`src/icache_settings.svh`:
```
// cache geometry and backing memory size, one configuration only
// tag width assumes a 32-bit byte address with word aligned fetches
`ifndef ICACHE_SETTINGS_SVH
`define ICACHE_SETTINGS_SVH

// 16 lines
`define ICACHE_LOG2_DEPTH 4

// 4 words of 32 bits per line
`define ICACHE_LOG2_LINE_WORDS 2

// address bits above index, word offset and byte offset
`define ICACHE_TAG_BITS (32 - `ICACHE_LOG2_DEPTH - `ICACHE_LOG2_LINE_WORDS - 2)

// backing memory of 1024 words
`define MEM_LOG2_WORDS 10

`endif
```
`src/icache_pkg.sv`:
```
// shared bus and fill structs plus FSM encodings
// line width follows the settings header
`include "icache_settings.svh"

package icache_pkg;

  // requester side of the APB
  typedef struct packed {
    logic        psel;
    logic        penable;
    logic        pwrite;
    logic [31:0] paddr;
    logic [31:0] pwdata;
  } apb_req_t;

  // slave side of the APB
  typedef struct packed {
    logic [31:0] prdata;
    logic        pready;
  } apb_rsp_t;

  // one line write into the cache arrays
  typedef struct packed {
    logic                                        we;
    logic [`ICACHE_LOG2_DEPTH-1:0]               index;
    logic [`ICACHE_TAG_BITS-1:0]                 tag;
    logic [(1 << `ICACHE_LOG2_LINE_WORDS)-1:0][31:0] line;
  } fill_t;

  typedef enum logic [1:0] {
    refill_idle,
    refill_setup,
    refill_access,
    refill_write
  } refill_state_e;

  typedef enum logic [1:0] {
    owner_none,
    owner_refill,
    owner_host
  } arb_owner_e;

endpackage

```
`src/apb_arbiter.sv`:
```
// two requesters onto one APB slave, round robin when both wait
// the grant cycle is shown to the slave as a setup cycle, so a requester
// already in its access phase still gives the slave a proper setup
module apb_arbiter (
  input  logic                 bus_clk,
  input  logic                 resetn,
  input  icache_pkg::apb_req_t refill_req,
  input  icache_pkg::apb_req_t host_req,
  input  icache_pkg::apb_rsp_t mem_rsp,
  output icache_pkg::apb_rsp_t refill_rsp,
  output icache_pkg::apb_rsp_t host_rsp,
  output icache_pkg::apb_req_t mem_req
);

  import icache_pkg::*;

  arb_owner_e owner;
  arb_owner_e grant;
  arb_owner_e active;
  logic last_host;
  logic xfer_done;

  // new grant only from idle
  always_comb begin
    grant = owner_none;
    if (owner == owner_none) begin
      if (refill_req.psel && host_req.psel) begin
        grant = last_host ? owner_refill : owner_host;
      end else if (refill_req.psel) begin
        grant = owner_refill;
      end else if (host_req.psel) begin
        grant = owner_host;
      end
    end
  end

  assign active = (owner == owner_none) ? grant : owner;

  always_comb begin
    case (active)
      owner_refill: mem_req = refill_req;
      owner_host:   mem_req = host_req;
      default:      mem_req = '0;
    endcase
    if (owner == owner_none) begin
      mem_req.penable = 1'b0;
    end
  end

  assign xfer_done = mem_req.psel && mem_req.penable && mem_rsp.pready;

  always_ff @(posedge bus_clk or negedge resetn) begin
    if (!resetn) begin
      owner     <= owner_none;
      last_host <= 1'b0;
    end else if (owner == owner_none) begin
      if (grant != owner_none) begin
        owner     <= grant;
        last_host <= (grant == owner_host);
      end
    end else if (xfer_done) begin
      owner <= owner_none;
    end
  end

  // response goes back to the owner only
  assign refill_rsp.pready = (owner == owner_refill) && mem_rsp.pready;
  assign refill_rsp.prdata = (owner == owner_refill) ? mem_rsp.prdata : '0;
  assign host_rsp.pready   = (owner == owner_host) && mem_rsp.pready;
  assign host_rsp.prdata   = (owner == owner_host) ? mem_rsp.prdata : '0;

endmodule

```
`config.mk`:
```
export PLATFORM = sky130hd
export DESIGN_NAME = apb_arbiter
export DESIGN_NICKNAME = d
export VERILOG_FILES = /design/src/icache_pkg.sv /design/src/apb_arbiter.sv
export VERILOG_INCLUDE_DIRS = /design/src
export SDC_FILE = /design/constraint.sdc
export NUM_CORES = 1
export LEC_CHECK = 0
export BUFFER_PORTS_ARGS = -buffer_cell sky130_fd_sc_hd__buf_2
export CAP_MARGIN = 0
export CELL_PAD_IN_SITES_DETAIL_PLACEMENT = 1
export CELL_PAD_IN_SITES_GLOBAL_PLACEMENT = 2
export CORE_MARGIN = 2
export CORE_UTILIZATION = 13
export CTS_CLUSTER_SIZE = 40
export DETAILED_ROUTE_END_ITERATION = 6
export HOLD_SLACK_MARGIN = 0.12
export PLACE_DENSITY = 0.86
export RECOVER_POWER = 100
export SLEW_MARGIN = 0
export SYNTH_ARGS = -nofsm -noshare
export SYNTH_HDL_FRONTEND = slang
export SYNTH_SLANG_ARGS = --single-unit
```
`constraint.sdc`:
```
create_clock -name bus_clk -period 5.4 [get_ports bus_clk]
set_clock_uncertainty 0.15 [all_clocks]
set_input_delay 0.81 -clock bus_clk [delete_from_list [all_inputs] [get_ports bus_clk]]
set_output_delay 0.81 -clock bus_clk [all_outputs]
set_load 0.03 [all_outputs]
```
==> out/results.txt <==
Die area: 16,100 sq um. Summing all non-filler instances in the final layout gives an area of 3450 sq um. Setup repair after global routing left no endpoint under its margin. In the final design database the tool counted 704 nets.

The ratio of routed vias to standard cells was 4.39. Total of cells resized after clock tree synthesis: 0. After layout, the worst path uses 83.8% of the clock period.

Max-cap violations in this run came to 0. During placement, the flow inserted port buffers numbering 301. The pre-CTS setup slack was 1.49 ns; the vertical die dimension was 127 microns. The total area inside the core boundary comes to 14,600 sq um.

Setup violations remaining at the end of the flow were counted as 0. Among all stages on the critical path, the largest delay is contributed by clkbuf_1. The critical path endpoint category is an output port.

By instance count, the cell type seen most on the critical path is clkbuf_1. The number of max-slew violations in the final report came out at 0. The Yosys step of the flow raised 0 warnings.

The synthesized area divided by synthesized cell count is 7.74 sq um. The die boundary width came out at 127 microns. At the pin with the least slew margin, the transition time is 1.28 ns. Setup slack on the worst reg-to-reg path comes out at 1.92 ns.

The clock passes through at most 2 buffers. Tracing the worst setup path back leads to its startpoint at owner[0]. The tools report the number of antenna violations at the first check in global routing as 1. The power per cell area was 367 nW/um^2; the leakage power was 1.56 nW. The largest net degree at the start of global routing is 57, and the final antenna-violating net count is 0. The required time at the endpoint of the critical path came out at 4.44 ns. The worst setup path is of the flop to output port kind. The placed instances occupy a cell area of 3540 sq um.

After clock tree synthesis, the clock-pin slew on the worst setup and hold paths is 0.03 ns. At the worst endpoint, the arrival time is 3.56 ns. The most critical setup path has its endpoint at mem_req[65]. In the final timing run, aggregate negative setup slack is 0 ns.

The DRC violations left is 0. The finished layout holds 717 standard cells, fillers aside. The logs give 3.82% for the portion of the post-synthesis area used by sequential elements and 425 for the number of nets in the synthesized netlist. Routability-driven placement finished with a final weighted congestion of 0.777. The met3 layer usage reported by global route was 2.14%; the average wire length per cell after detail routing was 15.9 microns. Along the worst path, the maximum fanout reaches 53. Before antenna repair, the detailed router went through 4 iterations. The path depth of the worst reg2reg path came out at 7. For the count of hold buffers inserted by post-cts repair, the log shows 0.

The met1 demand-to-capacity share in global routing was 15.0%. Total clock sinks: 3. The clock period minus final worst setup slack is 4.52 ns, and the final hold violation count is 0.

The total power of the final layout was 1.27 mW; the maximum resistive drop on vdd was 0.207 mV. The number of buffers created by CTS is 3, and the HPWL reported at the end of detailed placement is 9500 microns. The endpoint identified for the worst register-to-register timing path is owner[0]. The worst hold path belongs to the class input port to async pin. The top cell types in the final layout, fill and taps aside, are buf_2 (180), clkbuf_1 (126), and3_1 (66).

The area added between synthesis and finish was 75.6%. The run gives 1 as the number of levels the H-tree was split into. The largest total area in the synthesized netlist belongs to a22oi_2. The effective utilization at floorplan is 13.4%, and the maximum single-stage delay on the critical path is 0.93 ns. For this run, the top clock speed supported by timing is 0.221 GHz. Once placement completed, the tool counted placed cells totaling 712. For the via count of the first global-routing pass, the log shows 3,161. In this run the critical register-to-register path is launched from owner[0]. After the first detailed-routing iteration, the DRC count stood at 69. TritonCTS built the clock tree. The most common cell after layout, fill and taps aside is buf_2. Global routing consumed, over all layers together, 12.9% of the routing resources. The cell sitting at the root of the clock tree is a clkbuf_16. For this block, the via count after detailed routing is 3,146. Once the clock tree was built, the setup fixing pass inserted 0 buffers. The worst setup path is launched from a flop. Summing every instance area after synthesis gives 1970 sq um.

The post-route netlist has 54.5% of its cells at a drive strength greater than 1. The cell count after synthesis came out at 254. For the met2 track demand over resource, the log shows 24.4%.

The critical path goes through clkbuf_1 > a31oi_1 > inv_1 > ha_4 > a22oi_1 > nor3_1 > clkbuf_1. After synthesis, the netlist uses 21 different library cells. In this run the core area contains 44 standard-cell rows. The highest-utilization routing layer at the global route stage is met2. Global-route wire length before repair: 16,700 microns. In this run, synthesis produced a sequential element count of 3.

The synthesized design devotes to its leading area cell type 31.8% of total area. By area the synthesized netlist is led by a22oi_2 (32%), and3_1 (21%), nor2_2 (16%). The flow ran to the end, and the final reports show no timing, DRC or antenna violations. For this run the aggregate overflow at the end of global routing stands at 0.

The worst slew slack as a fraction of its limit is 15.0%, and the number of I/O pins is 302. The final layout contains routed wiring with a total length of 11,400 microns. In the post-route analysis, the smallest setup slack over all paths is 0.875 ns. The tools report the latest clock arrival within the worst-skew pair as 0.22 ns.
==> routing by layer <==
layer  vias to the layer above  share of wire [%]
met1                      1451                 39
li1                       1499                  -
met2                       192                 51
met4                         0                1.1
met3                         4                8.3
met5                         -                  0
==> critical path: cells and delay by family, from the launching register on <==
kind | cells | cell delay, ns
buffers and inverters | 3 | 1.49
adder cells (fa/ha/maj) | 1 | 0.66
AO/OA/AOI/OAI | 2 | 0.49
flip-flops | 1 | 0.34
AND/OR/NAND/NOR | 1 | 0.28
==> synth_stat cells <==
master    instances
nor2_1           18
a31oi_1           3
a22oi_2          50
ha_1              2
clkbuf_2          6
inv_2             2
buf_6            10
nor2_2           50
nand2_1           1
nor3_1            1
clkbuf_4          3
inv_1             2
a22oi_1          17
and3_1           66
clkbuf_1          7
dfrtp_1           3
a21oi_1           1
a41oi_1           2
buf_4             5
nand2b_1          1
buf_2             4
==> flip-flops by register name, indices dropped and copies added (netlist names) <==
name / cells
owner: 2
last_host: 1
==> kinds of logic after synthesis <==
group | Yosys count | synth area share (%)
and+or+nand+nor | 137 | 41.1
buffers and inverters | 39 | 13.4
adders and majority gates | 2 | 1.27
DFF | 3 | 3.82
AOI/OAI and AO/OA | 73 | 40.4
==> final cells by class <==
cell class / instances / area (sq um)
Sequential cell: 3 / 75.1
Clock buffer: 4 / 78.8
Antenna cell: 1 / 2.50
Tap cell: 184 / 230
Timing Repair Buffer: 309 / 1400
Fill cell: 1935 / 11200
Multi-Input combinational cell: 212 / 1650
Inverter: 4 / 15.0
==> power breakdown <==
group          switching [mW]  internal (mW)  total (mW)
registers             0.00617         0.0306      0.0368
logic                   0.791          0.323        1.11
clock network          0.0194         0.0973       0.117
total                   0.817          0.451        1.27
==> through the flow <==
step,utilization [%],hold slack [ns]
2_1_floorplan,-,0.313
3_3_place_gp,24.2,0.363
3_5_place_dp,24.2,0.393
4_1_cts,24.7,0.239
5_1_grt,23.6,0.281
6_report,23.6,0.258
==> how the worst min path moves through the flow <==
stage                     startpoint  slack (ns)        end
after floorplan            last_host        0.31  last_host
after global placement     last_host        0.36  last_host
after detailed placement   last_host        0.39  last_host
after CTS                     resetn        0.24  last_host
after global routing          resetn        0.28  last_host
final                         resetn        0.26  last_host
(Power assumes the default switching activity.)
