File: src/icache_settings.svh
// cache geometry and backing memory size, one configuration only
// tag width assumes a 32-bit byte address with word aligned fetches
`ifndef ICACHE_SETTINGS_SVH
`define ICACHE_SETTINGS_SVH

// 16 lines
`define ICACHE_LOG2_DEPTH 4

// 4 words of 32 bits per line
`define ICACHE_LOG2_LINE_WORDS 2

// address bits above index, word offset and byte offset
`define ICACHE_TAG_BITS (32 - `ICACHE_LOG2_DEPTH - `ICACHE_LOG2_LINE_WORDS - 2)

// backing memory of 1024 words
`define MEM_LOG2_WORDS 10

`endif
File: src/icache_pkg.sv
// shared bus and fill structs plus FSM encodings
// line width follows the settings header
`include "icache_settings.svh"

package icache_pkg;

  // requester side of the APB
  typedef struct packed {
    logic        psel;
    logic        penable;
    logic        pwrite;
    logic [31:0] paddr;
    logic [31:0] pwdata;
  } apb_req_t;

  // slave side of the APB
  typedef struct packed {
    logic [31:0] prdata;
    logic        pready;
  } apb_rsp_t;

  // one line write into the cache arrays
  typedef struct packed {
    logic                                        we;
    logic [`ICACHE_LOG2_DEPTH-1:0]               index;
    logic [`ICACHE_TAG_BITS-1:0]                 tag;
    logic [(1 << `ICACHE_LOG2_LINE_WORDS)-1:0][31:0] line;
  } fill_t;

  typedef enum logic [1:0] {
    refill_idle,
    refill_setup,
    refill_access,
    refill_write
  } refill_state_e;

  typedef enum logic [1:0] {
    owner_none,
    owner_refill,
    owner_host
  } arb_owner_e;

endpackage

File: src/icache_lookup.sv
// direct-mapped lookup, hit answered one cycle after the request edge
// CPU must hold bus_address and bus_en while bus_wait is high
// fills arriving during a flush walk are dropped
`include "icache_settings.svh"

module icache_lookup (
  input  logic                bus_clk,
  input  logic                resetn,
  input  logic [31:0]         bus_address,
  input  logic                bus_en,
  input  logic                flush,
  input  icache_pkg::fill_t   fill,
  output logic [31:0]         bus_readdata,
  output logic                bus_wait,
  output logic                cache_hit,
  output logic                cache_miss,
  output logic                flush_busy,
  output logic                miss_req,
  output logic [31:0]         miss_addr
);

  localparam int depth = 1 << `ICACHE_LOG2_DEPTH;
  localparam int line_words = 1 << `ICACHE_LOG2_LINE_WORDS;
  localparam int idx_lsb = `ICACHE_LOG2_LINE_WORDS + 2;

  // valid bits in flops so reset and the walker can clear them
  logic [depth-1:0] valid;
  logic [`ICACHE_TAG_BITS-1:0] tag_mem [depth];
  logic [line_words-1:0][31:0] data_mem [depth];

  logic [31:0] addr_q;
  logic en_q;
  logic [`ICACHE_LOG2_DEPTH-1:0] walk_cnt;

  logic [`ICACHE_LOG2_DEPTH-1:0] idx_q;
  logic [`ICACHE_LOG2_LINE_WORDS-1:0] word_q;
  logic [`ICACHE_TAG_BITS-1:0] tag_q;
  logic tag_match;

  // request address saved on every edge
  always_ff @(posedge bus_clk) begin
    addr_q <= bus_address;
  end

  always_ff @(posedge bus_clk or negedge resetn) begin
    if (!resetn) begin
      en_q <= 1'b0;
    end else begin
      en_q <= bus_en;
    end
  end

  assign idx_q  = addr_q[idx_lsb +: `ICACHE_LOG2_DEPTH];
  assign word_q = addr_q[2 +: `ICACHE_LOG2_LINE_WORDS];
  assign tag_q  = addr_q[31 -: `ICACHE_TAG_BITS];

  // flush walker, one index per cycle
  always_ff @(posedge bus_clk or negedge resetn) begin
    if (!resetn) begin
      flush_busy <= 1'b0;
      walk_cnt   <= '0;
    end else if (flush_busy) begin
      walk_cnt <= walk_cnt + 1'b1;
      if (&walk_cnt) begin
        flush_busy <= 1'b0;
      end
    end else if (flush) begin
      flush_busy <= 1'b1;
      walk_cnt   <= '0;
    end
  end

  always_ff @(posedge bus_clk or negedge resetn) begin
    if (!resetn) begin
      valid <= '0;
    end else if (flush_busy) begin
      valid[walk_cnt] <= 1'b0;
    end else if (fill.we) begin
      valid[fill.index] <= 1'b1;
    end
  end

  always_ff @(posedge bus_clk) begin
    if (fill.we && !flush_busy) begin
      tag_mem[fill.index]  <= fill.tag;
      data_mem[fill.index] <= fill.line;
    end
  end

  assign tag_match    = (tag_mem[idx_q] == tag_q);
  assign bus_readdata = data_mem[idx_q][word_q];

  // en_q keeps a freshly raised request from hitting on a stale address
  assign cache_hit  = en_q && valid[idx_q] && tag_match && !flush_busy;
  assign cache_miss = bus_en && !cache_hit;
  assign bus_wait   = bus_en && !cache_hit;

  assign miss_req  = bus_en && en_q && !cache_hit && !flush_busy && !fill.we;
  assign miss_addr = {addr_q[31:idx_lsb], {idx_lsb{1'b0}}};

endmodule

File: config.mk
export PLATFORM = sky130hd
export DESIGN_NAME = icache_lookup
export DESIGN_NICKNAME = d
export VERILOG_FILES = /design/src/icache_pkg.sv /design/src/icache_lookup.sv
export VERILOG_INCLUDE_DIRS = /design/src
export SDC_FILE = /design/constraint.sdc
export NUM_CORES = 2
export LEC_CHECK = 0
export BUFFER_PORTS_ARGS = -buffer_cell sky130_fd_sc_hd__buf_4
export CAP_MARGIN = 20
export CORE_AREA = 2 2 371 520
export CTS_CLUSTER_SIZE = 30
export DETAILED_ROUTE_END_ITERATION = 10
export DIE_AREA = 0 0 373 522
export GPL_ROUTABILITY_DRIVEN = 0
export PLACE_DENSITY = 0.66
export SLEW_MARGIN = 20
export SYNTH_ARGS = -nofsm -noshare
export SYNTH_HDL_FRONTEND = slang
export SYNTH_SLANG_ARGS = --single-unit
File: constraint.sdc
create_clock -name bus_clk -period 13.6 [get_ports bus_clk]
set_clock_uncertainty 0.1 [all_clocks]
set_input_delay 1.36 -clock bus_clk [delete_from_list [all_inputs] [get_ports bus_clk]]
set_output_delay 1.36 -clock bus_clk [all_outputs]
set_load 0.01 [all_outputs]
==> results.json <==
{
  "drc": 0,
  "synthMuxAreaShare_pct": 18.5,
  "critical_path_required_ns": 12.14,
  "die_w_microns": 373,
  "pwr-share-comb_pct": 5.4,
  "place_ws_ns": 6.43,
  "period_needed_ns": 7.92,
  "worst_slew_pin_slew_ns": 1.07,
  "cts.sinks": 2484,
  "slew_viol_final": 0,
  "r2r-start": "flush_busy",
  "grt_max_degree": 129,
  "seqPwrFrac_pct": 55.3,
  "vias": 41300,
  "cts_setup_buffers": 0,
  "max_freq_mhz": 126,
  "cts_resized": 0,
  "start_util_pct": 49.6,
  "syn_area_per_cell_sq_um": 24.9,
  "clkLatencyLatePin_ns": 0.82,
  "p_leak_nw": 33.3,
  "synth_cell_types": 60,
  "drive_gt1_share_pct": 32.5,
  "root_buffer": "clkbuf_16",
  "synthArstFlopShare_pct": 0.886,
  "io_pins": 262,
  "ys_seq_area_share_pct": 78.5,
  "tritoncts": "yes",
  "worstSetupPathType": "reg -> out",
  "dp.cells": 6397,
  "post_drt_wl_per_cell_microns": 30.7,
  "die-area_sq_um": 195000,
  "drtIter0Drc": 3780,
  "powerDensity_nw_per_um2": 145,
  "yosys.area.top_type_share_pct": 77.3,
  "crit_fanout": 58,
  "layout_common_cells": "edfxtp_1, mux4_2, buf_4, clkbuf_16, mux2i_1",
  "setup_violations": 0,
  "switching_share_pct": 21.2,
  "synth-compound-area-share_pct": 0.782,
  "rsz0062_at_grt": "false",
  "synth_xor_area_share_pct": 0.269,
  "utilization_pct": 55.9,
  "drtAntennaViolNets": 0,
  "synth_top_family_by_area": "multiplexers",
  "clock_power_share_pct": 39.3,
  "final_common_cell": "edfxtp_1",
  "netlist_area_sq_um": 94500,
  "nets": 4323,
  "hpwl_mm": 106,
  "synth-seq-cells": 2484,
  "seq_area_sq_um": 74200,
  "io_buffers": 255,
  "wl_mm": 209,
  "num-fill-cells": 13800,
  "synth_top_area_cell": "edfxtp_1",
  "ctsHtreeMaxLevel": 4,
  "vdd_drop_max_mv": 0.133,
  "gr-total-overflow": 0,
  "status": "finished, final reports clean",
  "gr-usage-all-layers_pct": 21.7,
  "p_total_mw": 15.4,
  "synth_edf_count": 2432,
  "max-slew-margin-rel_pct": 28.6,
  "finalInstanceArea_sq_um": 106000,
  "rows": 190,
  "finalHoldViolations": 0,
  "antenna_found_initial": 35,
  "clock_path_buffers": 3,
  "p_int_mw": 12.2,
  "fin_ws_ns": 5.68,
  "synthTopCellsByArea": "edfxtp_1, mux4_2, dfxtp_1",
  "min_period_over_period_pct": 58.2,
  "postPlaceCellArea_sq_um": 99300,
  "cts_buffers": 222,
  "synth-simple-area-share_pct": 0.747,
  "maxCapViolCount": 0,
  "clk_pin_slew_ns": 0.06,
  "min_path_type": "in -> async",
  "cp-start-kind": "flop",
  "whs_ns": 0.322,
  "cp-startpoint": "addr_q[5]",
  "synth_warnings": 0,
  "critical_path_arrival_ns": 6.46,
  "ys_dominant_reg_cell": "edfxtp_1",
  "cts_hold_buf": 0,
  "stdcell_count": 6820,
  "cp-end-kind": "output port",
  "synth_fa_ha_area_share_pct": 0.0530,
  "multi_input_area_sq_um": 19300,
  "fin_setup_tns_ns": 0,
  "die_h_microns": 522,
  "core_area_sq_um": 190000,
  "synthCells": 3802,
  "vias_per_cell": 6.06,
  "p_sw_mw": 3.28,
  "dr.pass1.iters": 5,
  "grt_pass1_vias": 43600,
  "grt_pass1_wl_mm": 304,
  "area_growth_pct": 12.6
}
## critical path: stages (launching register included)
cell      delay (ns)
dfxtp_4         0.97
buf_4           0.84
buf_4           0.77
buf_4           0.80
mux4_2          0.42
mux4_2          0.47
a211oi_1        0.75
a31oi_1         0.18
buf_4           0.21
## synthesized netlist by cell type, types with 3 or more instances
master    count
a31oi_1       9
a22oi_1       9
mux2i_1      58
a221oi_2      3
nand2_1      48
or4_1         3
buf_2        51
buf_6         6
nand3b_1      3
nand3_1       4
inv_1         5
and2_1        7
clkbuf_1     84
o21ai_1       3
buf_4        42
dfrtp_1      22
edfxtp_1   2432
ha_1          4
a21oi_1      17
mux2_2        6
a221oi_1      7
xor2_1       12
or3_1         3
a211oi_1      9
and3_1        3
o21ai_0      14
a22o_1       12
nand2b_1     10
nor2b_1      12
nor3_1        6
mux4_1        8
xnor2_1      17
a21o_1        4
buf_1        40
dfxtp_1      30
nor2_1       32
o22ai_1       4
mux4_2      736
## logic make-up after synthesis
logic type	count (synthesis)
other cells	1
simple gates	143
fa+ha+maj	4
xor+xnor	29
buf+inv	229
mux	809
flops	2484
compound gates	103
## registers in the layout, summed over array words and instances (netlist names)
| signal | flops |
|---|---|
| addr_q | 30 |
| data_mem | 2048 |
| en_q | 1 |
| flush_busy | 1 |
| tag_mem | 384 |
| valid | 16 |
| walk_cnt | 4 |
## layout make-up
cell class	count	share of cell area, %
inverters	6	0.0212
multi-input cells	1092	18.1
well taps	2496	2.93
clock buffers	270	5.41
clock inverters	142	1.27
diodes	10	0.0235
repair buffers	320	2.49
flip-flops and latches	2484	69.7
## final timing paths
path,to,slack [ns],depth (start not counted)
worst max register to register,data_mem[10][16],9.36,6
worst min-delay path,walk_cnt[3],0.32,1
max in group asynchronous,valid[0],12.84,1
min in group bus_clk,valid[7],0.37,1
worst max-delay path,bus_readdata[8],5.68,8
worst min register to register,valid[7],0.37,1
## power by group through the flow
stage	Sequential (mW)	Clock [mW]	Combinational (mW)
floorplan	8.69	0	0.518
CTS	8.55	6.20	0.850
detailed placement	8.71	0	0.849
finish	8.55	6.07	0.830
global placement	8.71	0	0.836
global route	8.55	6.48	0.894
## metal layers
metal	wire length (microns)	vias to the layer above	GRT usage, %
met5	185	-	0
met4	4520	32	5.61
met3	11800	318	3.95
met2	111000	1214	38.5
met1	81200	22600	27.7
li1	-	17100	-
Note: power is estimated with default switching activity, not from simulation.
