File: src/icache_settings.svh
// cache geometry and backing memory size, one configuration only
// tag width assumes a 32-bit byte address with word aligned fetches
`ifndef ICACHE_SETTINGS_SVH
`define ICACHE_SETTINGS_SVH

// 16 lines
`define ICACHE_LOG2_DEPTH 4

// 4 words of 32 bits per line
`define ICACHE_LOG2_LINE_WORDS 2

// address bits above index, word offset and byte offset
`define ICACHE_TAG_BITS (32 - `ICACHE_LOG2_DEPTH - `ICACHE_LOG2_LINE_WORDS - 2)

// backing memory of 1024 words
`define MEM_LOG2_WORDS 10

`endif
File: src/icache_pkg.sv
// shared bus and fill structs plus FSM encodings
// line width follows the settings header
`include "icache_settings.svh"

package icache_pkg;

  // requester side of the APB
  typedef struct packed {
    logic        psel;
    logic        penable;
    logic        pwrite;
    logic [31:0] paddr;
    logic [31:0] pwdata;
  } apb_req_t;

  // slave side of the APB
  typedef struct packed {
    logic [31:0] prdata;
    logic        pready;
  } apb_rsp_t;

  // one line write into the cache arrays
  typedef struct packed {
    logic                                        we;
    logic [`ICACHE_LOG2_DEPTH-1:0]               index;
    logic [`ICACHE_TAG_BITS-1:0]                 tag;
    logic [(1 << `ICACHE_LOG2_LINE_WORDS)-1:0][31:0] line;
  } fill_t;

  typedef enum logic [1:0] {
    refill_idle,
    refill_setup,
    refill_access,
    refill_write
  } refill_state_e;

  typedef enum logic [1:0] {
    owner_none,
    owner_refill,
    owner_host
  } arb_owner_e;

endpackage

File: src/icache_refill.sv
// reads one missing line over APB, word by word, then writes it back
// line address is taken only from idle, so a held miss_req is harmless
`include "icache_settings.svh"

module icache_refill (
  input  logic                 bus_clk,
  input  logic                 resetn,
  input  logic                 miss_req,
  input  logic [31:0]          miss_addr,
  input  icache_pkg::apb_rsp_t mem_rsp,
  output icache_pkg::apb_req_t mem_req,
  output icache_pkg::fill_t    fill
);

  import icache_pkg::*;

  localparam int line_words = 1 << `ICACHE_LOG2_LINE_WORDS;
  localparam int idx_lsb = `ICACHE_LOG2_LINE_WORDS + 2;

  refill_state_e state;
  logic [31:idx_lsb] line_addr;
  logic [`ICACHE_LOG2_LINE_WORDS-1:0] word_cnt;
  logic [line_words-1:0][31:0] line_q;

  always_ff @(posedge bus_clk or negedge resetn) begin
    if (!resetn) begin
      state    <= refill_idle;
      word_cnt <= '0;
    end else begin
      case (state)
        refill_idle: begin
          if (miss_req) begin
            word_cnt <= '0;
            state    <= refill_setup;
          end
        end
        refill_setup: state <= refill_access;
        refill_access: begin
          if (mem_rsp.pready) begin
            if (&word_cnt) begin
              state <= refill_write;
            end else begin
              word_cnt <= word_cnt + 1'b1;
              state    <= refill_setup;
            end
          end
        end
        default: state <= refill_idle;
      endcase
    end
  end

  // line address and collected words
  always_ff @(posedge bus_clk) begin
    if (state == refill_idle && miss_req) begin
      line_addr <= miss_addr[31:idx_lsb];
    end
    if (state == refill_access && mem_rsp.pready) begin
      line_q[word_cnt] <= mem_rsp.prdata;
    end
  end

  always_comb begin
    mem_req         = '0;
    mem_req.psel    = (state == refill_setup) || (state == refill_access);
    mem_req.penable = (state == refill_access);
    mem_req.paddr   = {line_addr, word_cnt, 2'b00};
  end

  always_comb begin
    fill.we    = (state == refill_write);
    fill.index = line_addr[idx_lsb +: `ICACHE_LOG2_DEPTH];
    fill.tag   = line_addr[31 -: `ICACHE_TAG_BITS];
    fill.line  = line_q;
  end

endmodule

File: config.mk
export PLATFORM = sky130hd
export DESIGN_NAME = icache_refill
export DESIGN_NICKNAME = d
export VERILOG_FILES = /design/src/icache_pkg.sv /design/src/icache_refill.sv
export VERILOG_INCLUDE_DIRS = /design/src
export SDC_FILE = /design/constraint.sdc
export NUM_CORES = 1
export LEC_CHECK = 0
export ABC_AREA = 1
export BUFFER_PORTS_ARGS = -buffer_cell sky130_fd_sc_hd__buf_2
export CORE_ASPECT_RATIO = 0.6
export CORE_UTILIZATION = 30
export CTS_CLUSTER_SIZE = 8
export DETAILED_ROUTE_END_ITERATION = 10
export GPL_ROUTABILITY_DRIVEN = 0
export PLACE_DENSITY = 0.58
export SKIP_CTS_REPAIR_TIMING = 1
export SYNTH_ARGS = -nofsm -noshare
export SYNTH_HDL_FRONTEND = slang
export SYNTH_SLANG_ARGS = --single-unit
File: constraint.sdc
create_clock -name bus_clk -period 2.8 [get_ports bus_clk]
set_clock_uncertainty 0.1 [all_clocks]
set_input_delay 0.84 -clock bus_clk [delete_from_list [all_inputs] [get_ports bus_clk]]
set_output_delay 0.84 -clock bus_clk [all_outputs]
set_load 0.01 [all_outputs]
==> results.py, run 1 <==
metrics = {
    "worst_setup_path": {
        "end_kind": "primary output",
        "reg2regPathDepth": 5,
        "slowest_stage": "dfrtp_1",
        "rr_startpoint": "state[0]",
        "criticalPathCategory": "register to primary output",
        "r2r_slack_ns": 0.86,
        "critical_path_arrival_ns": 1.37,
        "cp_data_required_time_ns": 1.86,
        "cp-start-kind": "register",
        "path_cells": "inv_1 > ha_1 > buf_2",
        "worstPathMaxFanout": 5,
        "crit_path_max_incr_delay_ns": 0.40,
        "rr_endpoint": "fill[85]",
    },
    "power_and_ir_drop": {
        "power.leakage_uw": 0.00308,
        "p_seq_share_pct": 49.2,
        "finalPower_uw": 5980,
        "p_sw_share_pct": 26.5,
        "pwr-share-comb_pct": 13.3,
        "powerDensity_nw_per_um2": 804,
        "clkPwrFrac_pct": 37.5,
        "p_sw_uw": 1590,
        "p_int_uw": 4390,
        "vdd_drop_max_mv": 0.358,
    },
    "synth": {
        "synth-seq-cells": 160,
        "synth_cell_types": 13,
        "yosysWarnings": 0,
        "syn_avg_cell_area_um2": 20.1,
        "synth_top_area_cell": "edfxtp_1",
        "synth_edf_count": 156,
        "netlist_area_um2": 5540,
        "async_flop_share_pct": 2.50,
        "synth_commonest_cells": "edfxtp_1 (156), buf_4 (63), inv_1 (14), nand2_1 (14), ha_1 (8)",
        "synth_top_area_share_pct": 84.6,
        "ys.flop_type": "edfxtp_1",
        "synth_cells": 275,
        "seq_area_frac_synth_pct": 86.4,
        "synth.area.top_cells": "edfxtp_1 (85%), buf_4 (8.5%), dfrtp_1 (1.8%)",
        "yosys.cell_count.top_type": "edfxtp_1",
    },
    "clock_tree": {
        "clockBufferDepth": 2,
        "cts-buffers-inserted": 17,
        "cts_tree": "done",
        "clock_latency_ns": 0.41,
        "clock-sinks": 160,
        "root_buffer": "clkbuf_16",
        "h-tree-depth": 4,
        "clk_pin_slew_ns": 0.07,
    },
    "floorplanning": {
        "die_h_um": 107,
        "start_util_pct": 30.7,
        "io_pins": 292,
        "die_x_um": 177,
        "core_area_um2": 18100,
        "num_rows": 38,
        "die_area_um2": 19000,
    },
    "layout": {
        "area_growth_pct": 34.2,
        "n_fill_cell": 1684,
        "finalCoreUtilization_pct": 41.2,
        "drive_gt1_share_pct": 55.4,
        "final_cells": 778,
        "diodes": 0,
        "nets": 601,
    },
    "global_routing": {
        "track_usage_pct": 11.8,
        "grt_pass1_vias": 2802,
        "grt_max_degree": 30,
        "grt_first_pass_wirelength_mm": 16.2,
        "antenna_found_initial": 0,
        "grt-ovfl-total": 0,
    },
    "placement": {
        "hpwlAfterDp_mm": 8.23,
        "dp.cells": 746,
        "io_buffers": 252,
    },
    "sta": {
        "min_period_over_period_pct": 82.5,
        "setup_viol": 0,
        "hold_viol": 0,
        "min_period_ns": 2.31,
        "rsz0062_at_grt": "no",
        "max_freq_mhz": 433,
        "finalSetupTns_ns": 0,
        "finalMaxSlewViolations": 0,
    },
    "route": {
        "viasPerCell": 3.87,
        "dr_total_vias": 3008,
        "drt_iter0_drc": 180,
        "routedWlPerCell_um": 15.0,
        "drcViolationCount": 0,
        "ant_nets": 0,
        "wirelength_mm": 11.7,
        "first_pass_iters": 4,
    },
    "flow_run": {
        "drv_cap": 0,
    },
    "run_status": {
        "status": "complete, no violations",
    },
    "min_path": {
        "min_path_type": "input pin to async pin",
    },
}
-- worst max-delay path by stage --
stage                     startpoint     endpoint  cells past startpoint
final                       state[0]  mem_req[65]                      3
after global routing        state[0]  mem_req[65]                      3
after CTS                   state[0]  mem_req[65]                      3
after detailed placement  mem_rsp[0]     fill[57]                      4
after global placement    mem_rsp[0]      fill[0]                      4
after floorplan           mem_rsp[0]     fill[32]                      2
-- power groups by stage --
stage,clock (uW),sequential [uW],combinational (uW)
3_3_place_gp,0,2980,801
6_report,2250,2940,794
3_5_place_dp,0,3000,806
4_1_cts,2300,2950,808
2_1_floorplan,0,3080,434
5_1_grt,2410,2960,888
-- state kept, by name, indices dropped and copies added, names as in the netlist --
| name | count |
|---|---|
| fill | 128 |
| line_addr | 28 |
| state | 2 |
| word_cnt | 2 |
-- final cells by class --
class	count	area (um2)	area share (%)
clock buffers	17	425	5.72
well taps	240	300	4.04
multi-input cells	71	383	5.15
clock inverters	15	153	2.05
flip-flops and latches	160	4780	64.3
inverters	15	56.3	0.757
repair buffers	260	1330	17.9
-- cell usage in the layout, fill, tap and decap left out, drive strengths merged --
cell,Yosys,final
dfrtp,4,4
bufinv,0,1
inv,15,22
o21ai,3,3
clkbuf,0,17
clkinvlp,0,2
nand3,3,3
ha,8,8
nand2,16,16
clkinv,0,5
edfxtp,156,156
conb,1,35
nor2,6,6
buf,63,260
-- cells by family (layout without fill, tap and decap cells) --
logic type               Yosys count  after routing  synth area share [%]
flip-flops                       160            160                  86.4
buffers and inverters             78            307                  9.55
AND/OR/NAND/NOR                   25             25                  1.85
adder cells (fa/ha/maj)            8              8                  1.81
AO/OA/AOI/OAI                      3              3                 0.339
other                              1             35                0.0677
-- stage by stage --
| stage | setup slack [ns] | cell area, um2 | hold WS [ns] |
|---|---|---|---|
| floorplan | -0.00399 | 5670 | 0.381 |
| global placement | 0.685 | 6860 | 0.404 |
| detailed placement | 0.680 | 6860 | 0.425 |
| CTS | 0.460 | 7440 | 0.101 |
| global route | 0.401 | 7440 | 0.0991 |
| finish | 0.491 | 7440 | 0.120 |
-- worst max-delay path: cells and delay by family, from the launching register on --
kind,cells,cell delay [ns]
adder cells (fa/ha/maj),1,0.25
buffers and inverters,2,0.31
flip-flops,1,0.40
-- per-layer routing --
layer | wire length [um] | vias up | global-route usage [%]
li1 | - | 1400 | -
met1 | 5170 | 1454 | 15.8
met2 | 5380 | 147 | 17.4
met3 | 1020 | 7 | 4.56
met4 | 92 | 0 | 4.21
met5 | 0 | - | 0
Power figures use the tool's default switching activity.
==> run 2, diff against run 1 <==
--- a/config.mk
+++ b/config.mk
@@ -6,7 +6,7 @@
 export SDC_FILE = /design/constraint.sdc
 export NUM_CORES = 1
 export LEC_CHECK = 0
-export ABC_AREA = 1
+export ABC_AREA = 0
 export BUFFER_PORTS_ARGS = -buffer_cell sky130_fd_sc_hd__buf_2
 export CORE_ASPECT_RATIO = 0.6
 export CORE_UTILIZATION = 30
==> constraint.sdc (replaced) <==
create_clock -name bus_clk -period 1.85 [get_ports bus_clk]
set_clock_uncertainty 0.1 [all_clocks]
set_input_delay 0.555 -clock bus_clk [delete_from_list [all_inputs] [get_ports bus_clk]]
set_output_delay 0.555 -clock bus_clk [all_outputs]
set_load 0.01 [all_outputs]
==> results.py, run 2 <==
metrics = {
    "global_routing": {
        "grt_pass1_vias": 2837,
        "grt_max_degree": 33,
        "grt_first_pass_wirelength_mm": 16.4,
        "track_usage_pct": 12.1,
        "met1_usage_pct": 15.6,
        "grtUsageMet2_pct": 17.4,
        "busiest_layer": "met2",
        "gr-usage-met3_pct": 5.74,
        "antenna_found_initial": 1,
        "grt-ovfl-total": 0,
    },
    "sta": {
        "max_freq_mhz": 521,
        "worst_slack_ns": -0.0706,
        "fin_hold_ws_ns": 0.207,
        "rsz0062_at_grt": "yes",
        "setup_viol": 3,
        "min_period_ns": 1.92,
        "hold_viol": 0,
        "finalMaxSlewViolations": 0,
        "min_period_over_period_pct": 104,
    },
    "run_status": {
        "status": "finished, violations left",
        "violations": "setup timing",
    },
    "clock_tree": {
        "clk_pin_slew_ns": 0.07,
        "clock-sinks": 160,
        "cts_tree": "done",
        "clock_latency_ns": 0.41,
        "root_buffer": "clkbuf_16",
        "clockBufferDepth": 2,
        "h-tree-depth": 4,
        "cts-buffers-inserted": 17,
    },
    "placement": {
        "post-place-ws_ns": 0.128,
        "hpwlAfterDp_mm": 8.23,
        "dp.cells": 728,
        "io_buffers": 252,
    },
    "synth": {
        "synth.area.top_cells": "edfxtp_1 (85%), buf_4 (8.6%), dfrtp_1 (1.8%)",
        "synth_edf_count": 156,
        "ys.flop_type": "edfxtp_1",
        "netlist_area_um2": 5530,
        "synth_simple_gate_area_share_pct": 1.81,
        "synth_xor_area_share_pct": 0,
        "async_flop_share_pct": 2.50,
        "synth_top_area_cell": "edfxtp_1",
        "seq_area_frac_synth_pct": 86.5,
        "synth_cell_types": 19,
        "synth_top_area_share_pct": 84.7,
        "synth_commonest_cells": "edfxtp_1 (156), buf_4 (63), ha_1 (8)",
        "yosys.cell_count.top_type": "edfxtp_1",
        "syn_avg_cell_area_um2": 21.5,
        "synth-seq-cells": 160,
        "synth_compound_area_share_pct": 0.588,
        "synth_cells": 257,
        "yosysWarnings": 0,
        "synth-adder-area-share_pct": 1.81,
        "synth_top_family_by_area": "buffers and inverters",
        "synthMuxAreaShare_pct": 0.362,
    },
    "route": {
        "drcViolationCount": 0,
        "first_pass_iters": 4,
        "wirelength_mm": 11.7,
        "dr_total_vias": 2967,
        "viasPerCell": 3.89,
        "ant_nets": 0,
        "routedWlPerCell_um": 15.3,
        "drt_iter0_drc": 179,
    },
    "flow_run": {
        "drv_cap": 0,
    },
    "layout": {
        "finalCoreUtilization_pct": 41.8,
        "n_fill_cell": 1660,
        "final_cells": 763,
        "largest_register_ffs": 128,
        "diodes": 0,
        "drive_gt1_share_pct": 59.1,
        "final_cell_mix": "buf_2 (250), edfxtp_1 (156), conb_1 (35)",
        "area_growth_pct": 36.7,
        "nets": 586,
        "final_common_cell": "buf_2",
    },
    "power_and_ir_drop": {
        "power.leakage_uw": 0.00309,
        "vdd_drop_max_mv": 0.472,
        "finalPower_uw": 9350,
        "powerDensity_nw_per_um2": 1240,
    },
    "floorplanning": {
        "die_x_um": 177,
        "core_area_um2": 18100,
        "num_rows": 38,
        "start_util_pct": 30.6,
        "io_pins": 292,
        "die_h_um": 107,
        "die_area_um2": 19000,
    },
    "worst_setup_path": {
        "criticalPathCategory": "register to primary output",
        "end_kind": "primary output",
        "cp_data_required_time_ns": 1.19,
        "cp-start-kind": "register",
        "critical_path_arrival_ns": 1.27,
        "worstPathMaxFanout": 5,
    },
    "min_path": {
        "min_path_type": "input pin to register",
    },
}
-- run 2: power by group --
part           internal (uW)  total [uW]  switching [uW]
Sequential              4330        4460             123
Combinational            587        1380             788
Clock                   1950        3520            1570
-- run 2: area by class of cell --
type,instances,area [um2],share of cell area [%]
Inverter,4,15.0,0.199
Timing Repair Buffer,263,1430,19.0
Clock buffer,17,425,5.63
Clock inverter,15,181,2.40
Sequential cell,160,4790,63.3
Tap cell,240,300,3.97
Multi-Input combinational cell,64,418,5.53
-- run 2: metrics by stage --
step	cell area, um2	TNS, ns
2_1_floorplan	5660	0
3_3_place_gp	6890	0
3_5_place_dp	6890	0
4_1_cts	7490	-0.397
5_1_grt	7560	-0.286
6_report	7560	-0.0976
-- run 2: routing by layer --
metal  part of all wire [%]  wire length, um
met5                   0.15               17
met4                    1.0              120
met3                    9.6             1130
met2                     45             5270
met1                     44             5150
-- run 2: logic make-up after synthesis --
group | count (synthesis)
compound gates | 4
fa+ha+maj | 8
simple gates | 15
flops | 160
buf+inv | 67
other cells | 1
mux | 2
-- run 2: path summary, 6_finish.rpt --
kind | endpoint | startpoint | cells after the start | slack, ns
worst max-delay path | mem_req[66] | state[0] | 3 | -0.07
worst min-delay path | line_addr[15] | miss_addr[15] | 1 | 0.21
worst max register to register | fill[80] | state[0] | 5 | 0.07
worst min register to register | state[1] | state[0] | 2 | 0.52
max in group asynchronous | state[1] | resetn | 2 | 1.13
min in group asynchronous | state[0] | resetn | 2 | 0.39
-- run 2: worst max-delay path, stage by stage, from the launching register on --
cell and delay [ns]:
dfrtp_1 0.40, inv_2 0.13, ha_4 0.21, buf_6 0.11
==> run 3, diff against run 2 <==
--- a/config.mk
+++ b/config.mk
@@ -18,3 +18,4 @@
 export SYNTH_ARGS = -nofsm -noshare
 export SYNTH_HDL_FRONTEND = slang
 export SYNTH_SLANG_ARGS = --single-unit
+export TNS_END_PERCENT = 20
==> results.py, run 3 (same netlist as run 2, synthesis figures left out) <==
metrics = {
    "sta": {
        "max_freq_mhz": 523,
        "min_period_over_period_pct": 103,
        "min_period_ns": 1.91,
        "setup_viol": 2,
        "rsz0062_at_grt": "yes",
        "finalMaxSlewViolations": 0,
        "worst_slack_ns": -0.0630,
        "hold_viol": 0,
    },
    "placement": {
        "post-place-ws_ns": 0.0694,
        "hpwlAfterDp_mm": 8.04,
        "io_buffers": 252,
    },
    "power_and_ir_drop": {
        "p_sw_share_pct": 24.7,
        "power.leakage_uw": 0.00311,
        "pwr-share-comb_pct": 14.5,
        "vdd_drop_max_mv": 0.475,
        "p_int_uw": 7390,
        "p_seq_share_pct": 45.4,
        "p_sw_uw": 2420,
        "finalPower_uw": 9810,
        "powerDensity_nw_per_um2": 1280,
        "clkPwrFrac_pct": 40.1,
    },
    "clock_tree": {
        "clock-sinks": 160,
        "root_buffer": "clkbuf_16",
        "clockBufferDepth": 2,
        "clock_latency_ns": 0.41,
        "cts_tree": "done",
        "cts-buffers-inserted": 17,
        "h-tree-depth": 4,
        "clk_pin_slew_ns": 0.07,
    },
    "global_routing": {
        "grt_first_pass_wirelength_mm": 15.9,
        "grt-ovfl-total": 0,
        "grt_pass1_vias": 2891,
        "antenna_found_initial": 0,
        "track_usage_pct": 11.7,
        "grt_max_degree": 31,
    },
    "route": {
        "ant_nets": 0,
        "routedWlPerCell_um": 15.4,
        "first_pass_iters": 4,
        "viasPerCell": 3.93,
        "wirelength_mm": 11.7,
        "dr_total_vias": 3000,
        "drcViolationCount": 0,
        "drt_iter0_drc": 190,
    },
    "flow_run": {
        "drv_cap": 0,
    },
    "floorplanning": {
        "die_area_um2": 19000,
        "start_util_pct": 30.6,
        "die_h_um": 107,
        "die_x_um": 177,
        "io_pins": 292,
        "num_rows": 38,
        "core_area_um2": 18100,
    },
    "worst_setup_path": {
        "worstPathMaxFanout": 4,
        "criticalPathCategory": "register to primary output",
        "cp_data_required_time_ns": 1.19,
        "cp-start-kind": "register",
        "end_kind": "primary output",
        "critical_path_arrival_ns": 1.26,
    },
    "layout": {
        "largest_register_ffs": 128,
        "drive_gt1_share_pct": 58.9,
        "final_common_cell": "buf_2",
        "final_cell_mix": "buf_2 (250), edfxtp_1 (156), conb_1 (35)",
        "n_fill_cell": 1662,
        "nets": 586,
        "diodes": 0,
        "area_growth_pct": 38.4,
    },
    "min_path": {
        "min_path_type": "input pin to register",
    },
    "run_status": {
        "violations": "setup timing",
        "status": "finished, violations left",
    },
}
-- run 3: cell count changes in the layout (fill, tap and decap cells not counted), sizes merged --
cell / before / now
clkinv: 4 / 2
bufinv: 1 / 5
clkbuf: 17 / 18
buf: 262 / 261
inv: 13 / 11
-- run 3: per-layer routing --
metal | vias to the layer above | wire (um) | track usage [%]
li1 | 1374 | - | -
met1 | 1471 | 5080 | 14.6
met2 | 146 | 5450 | 17.7
met3 | 9 | 1090 | 5.21
met4 | 0 | 105 | 4.88
met5 | - | 0 | 0
-- run 3: layout make-up --
class                   count  area, um2  area share (%)
clock buffers              17        425            5.56
clock inverters            15        244            3.19
inverters                   4       15.0           0.196
multi-input cells          64        432            5.64
flip-flops and latches    160       4790            62.5
well taps                 240        300            3.92
repair buffers            263       1450            19.0
-- run 3: path summary, 6_finish.rpt --
| kind | start | endpoint | slack (ns) | depth (start not counted) |
|---|---|---|---|---|
| setup / recovery | state[0] | mem_req[66] | -0.06 | 3 |
| hold / removal | miss_addr[13] | line_addr[13] | 0.21 | 1 |
| setup reg to reg | state[0] | fill[34] | 0.05 | 5 |
| hold reg to reg | state[0] | state[1] | 0.53 | 2 |
| max in group asynchronous | resetn | state[1] | 1.11 | 2 |
| min in group asynchronous | resetn | word_cnt[0] | 0.39 | 2 |
-- run 3: critical path, stage by stage (launching register included) --
cell     delay [ns]
dfrtp_1        0.40
inv_2          0.12
ha_4           0.21
buf_6          0.12
-- run 3: stage by stage --
| step | instance area [um2] | setup TNS (ns) | cells | utilization [%] | hold WS [ns] |
|---|---|---|---|---|---|
| floorplan | 5660 | -24.59 | 291 | - | 0.159 |
| finish | 7650 | -0.0792 | 763 | 42.4 | 0.213 |
| global route | 7650 | -0.281 | 763 | 42.4 | 0.187 |
| global placement | 6880 | 0 | 727 | 38.1 | 0.268 |
| CTS | 7550 | -0.406 | 759 | 41.8 | -0.182 |
| detailed placement | 6880 | 0 | 727 | 38.1 | 0.271 |
-- run 3: power groups by stage --
stage | Combinational [uW] | Clock [uW] | Sequential (uW)
floorplan | 673 | 0 | 4650
global placement | 1240 | 0 | 4510
detailed placement | 1260 | 0 | 4530
CTS | 1260 | 4020 | 4450
global route | 1550 | 4180 | 4480
finish | 1420 | 3930 | 4450
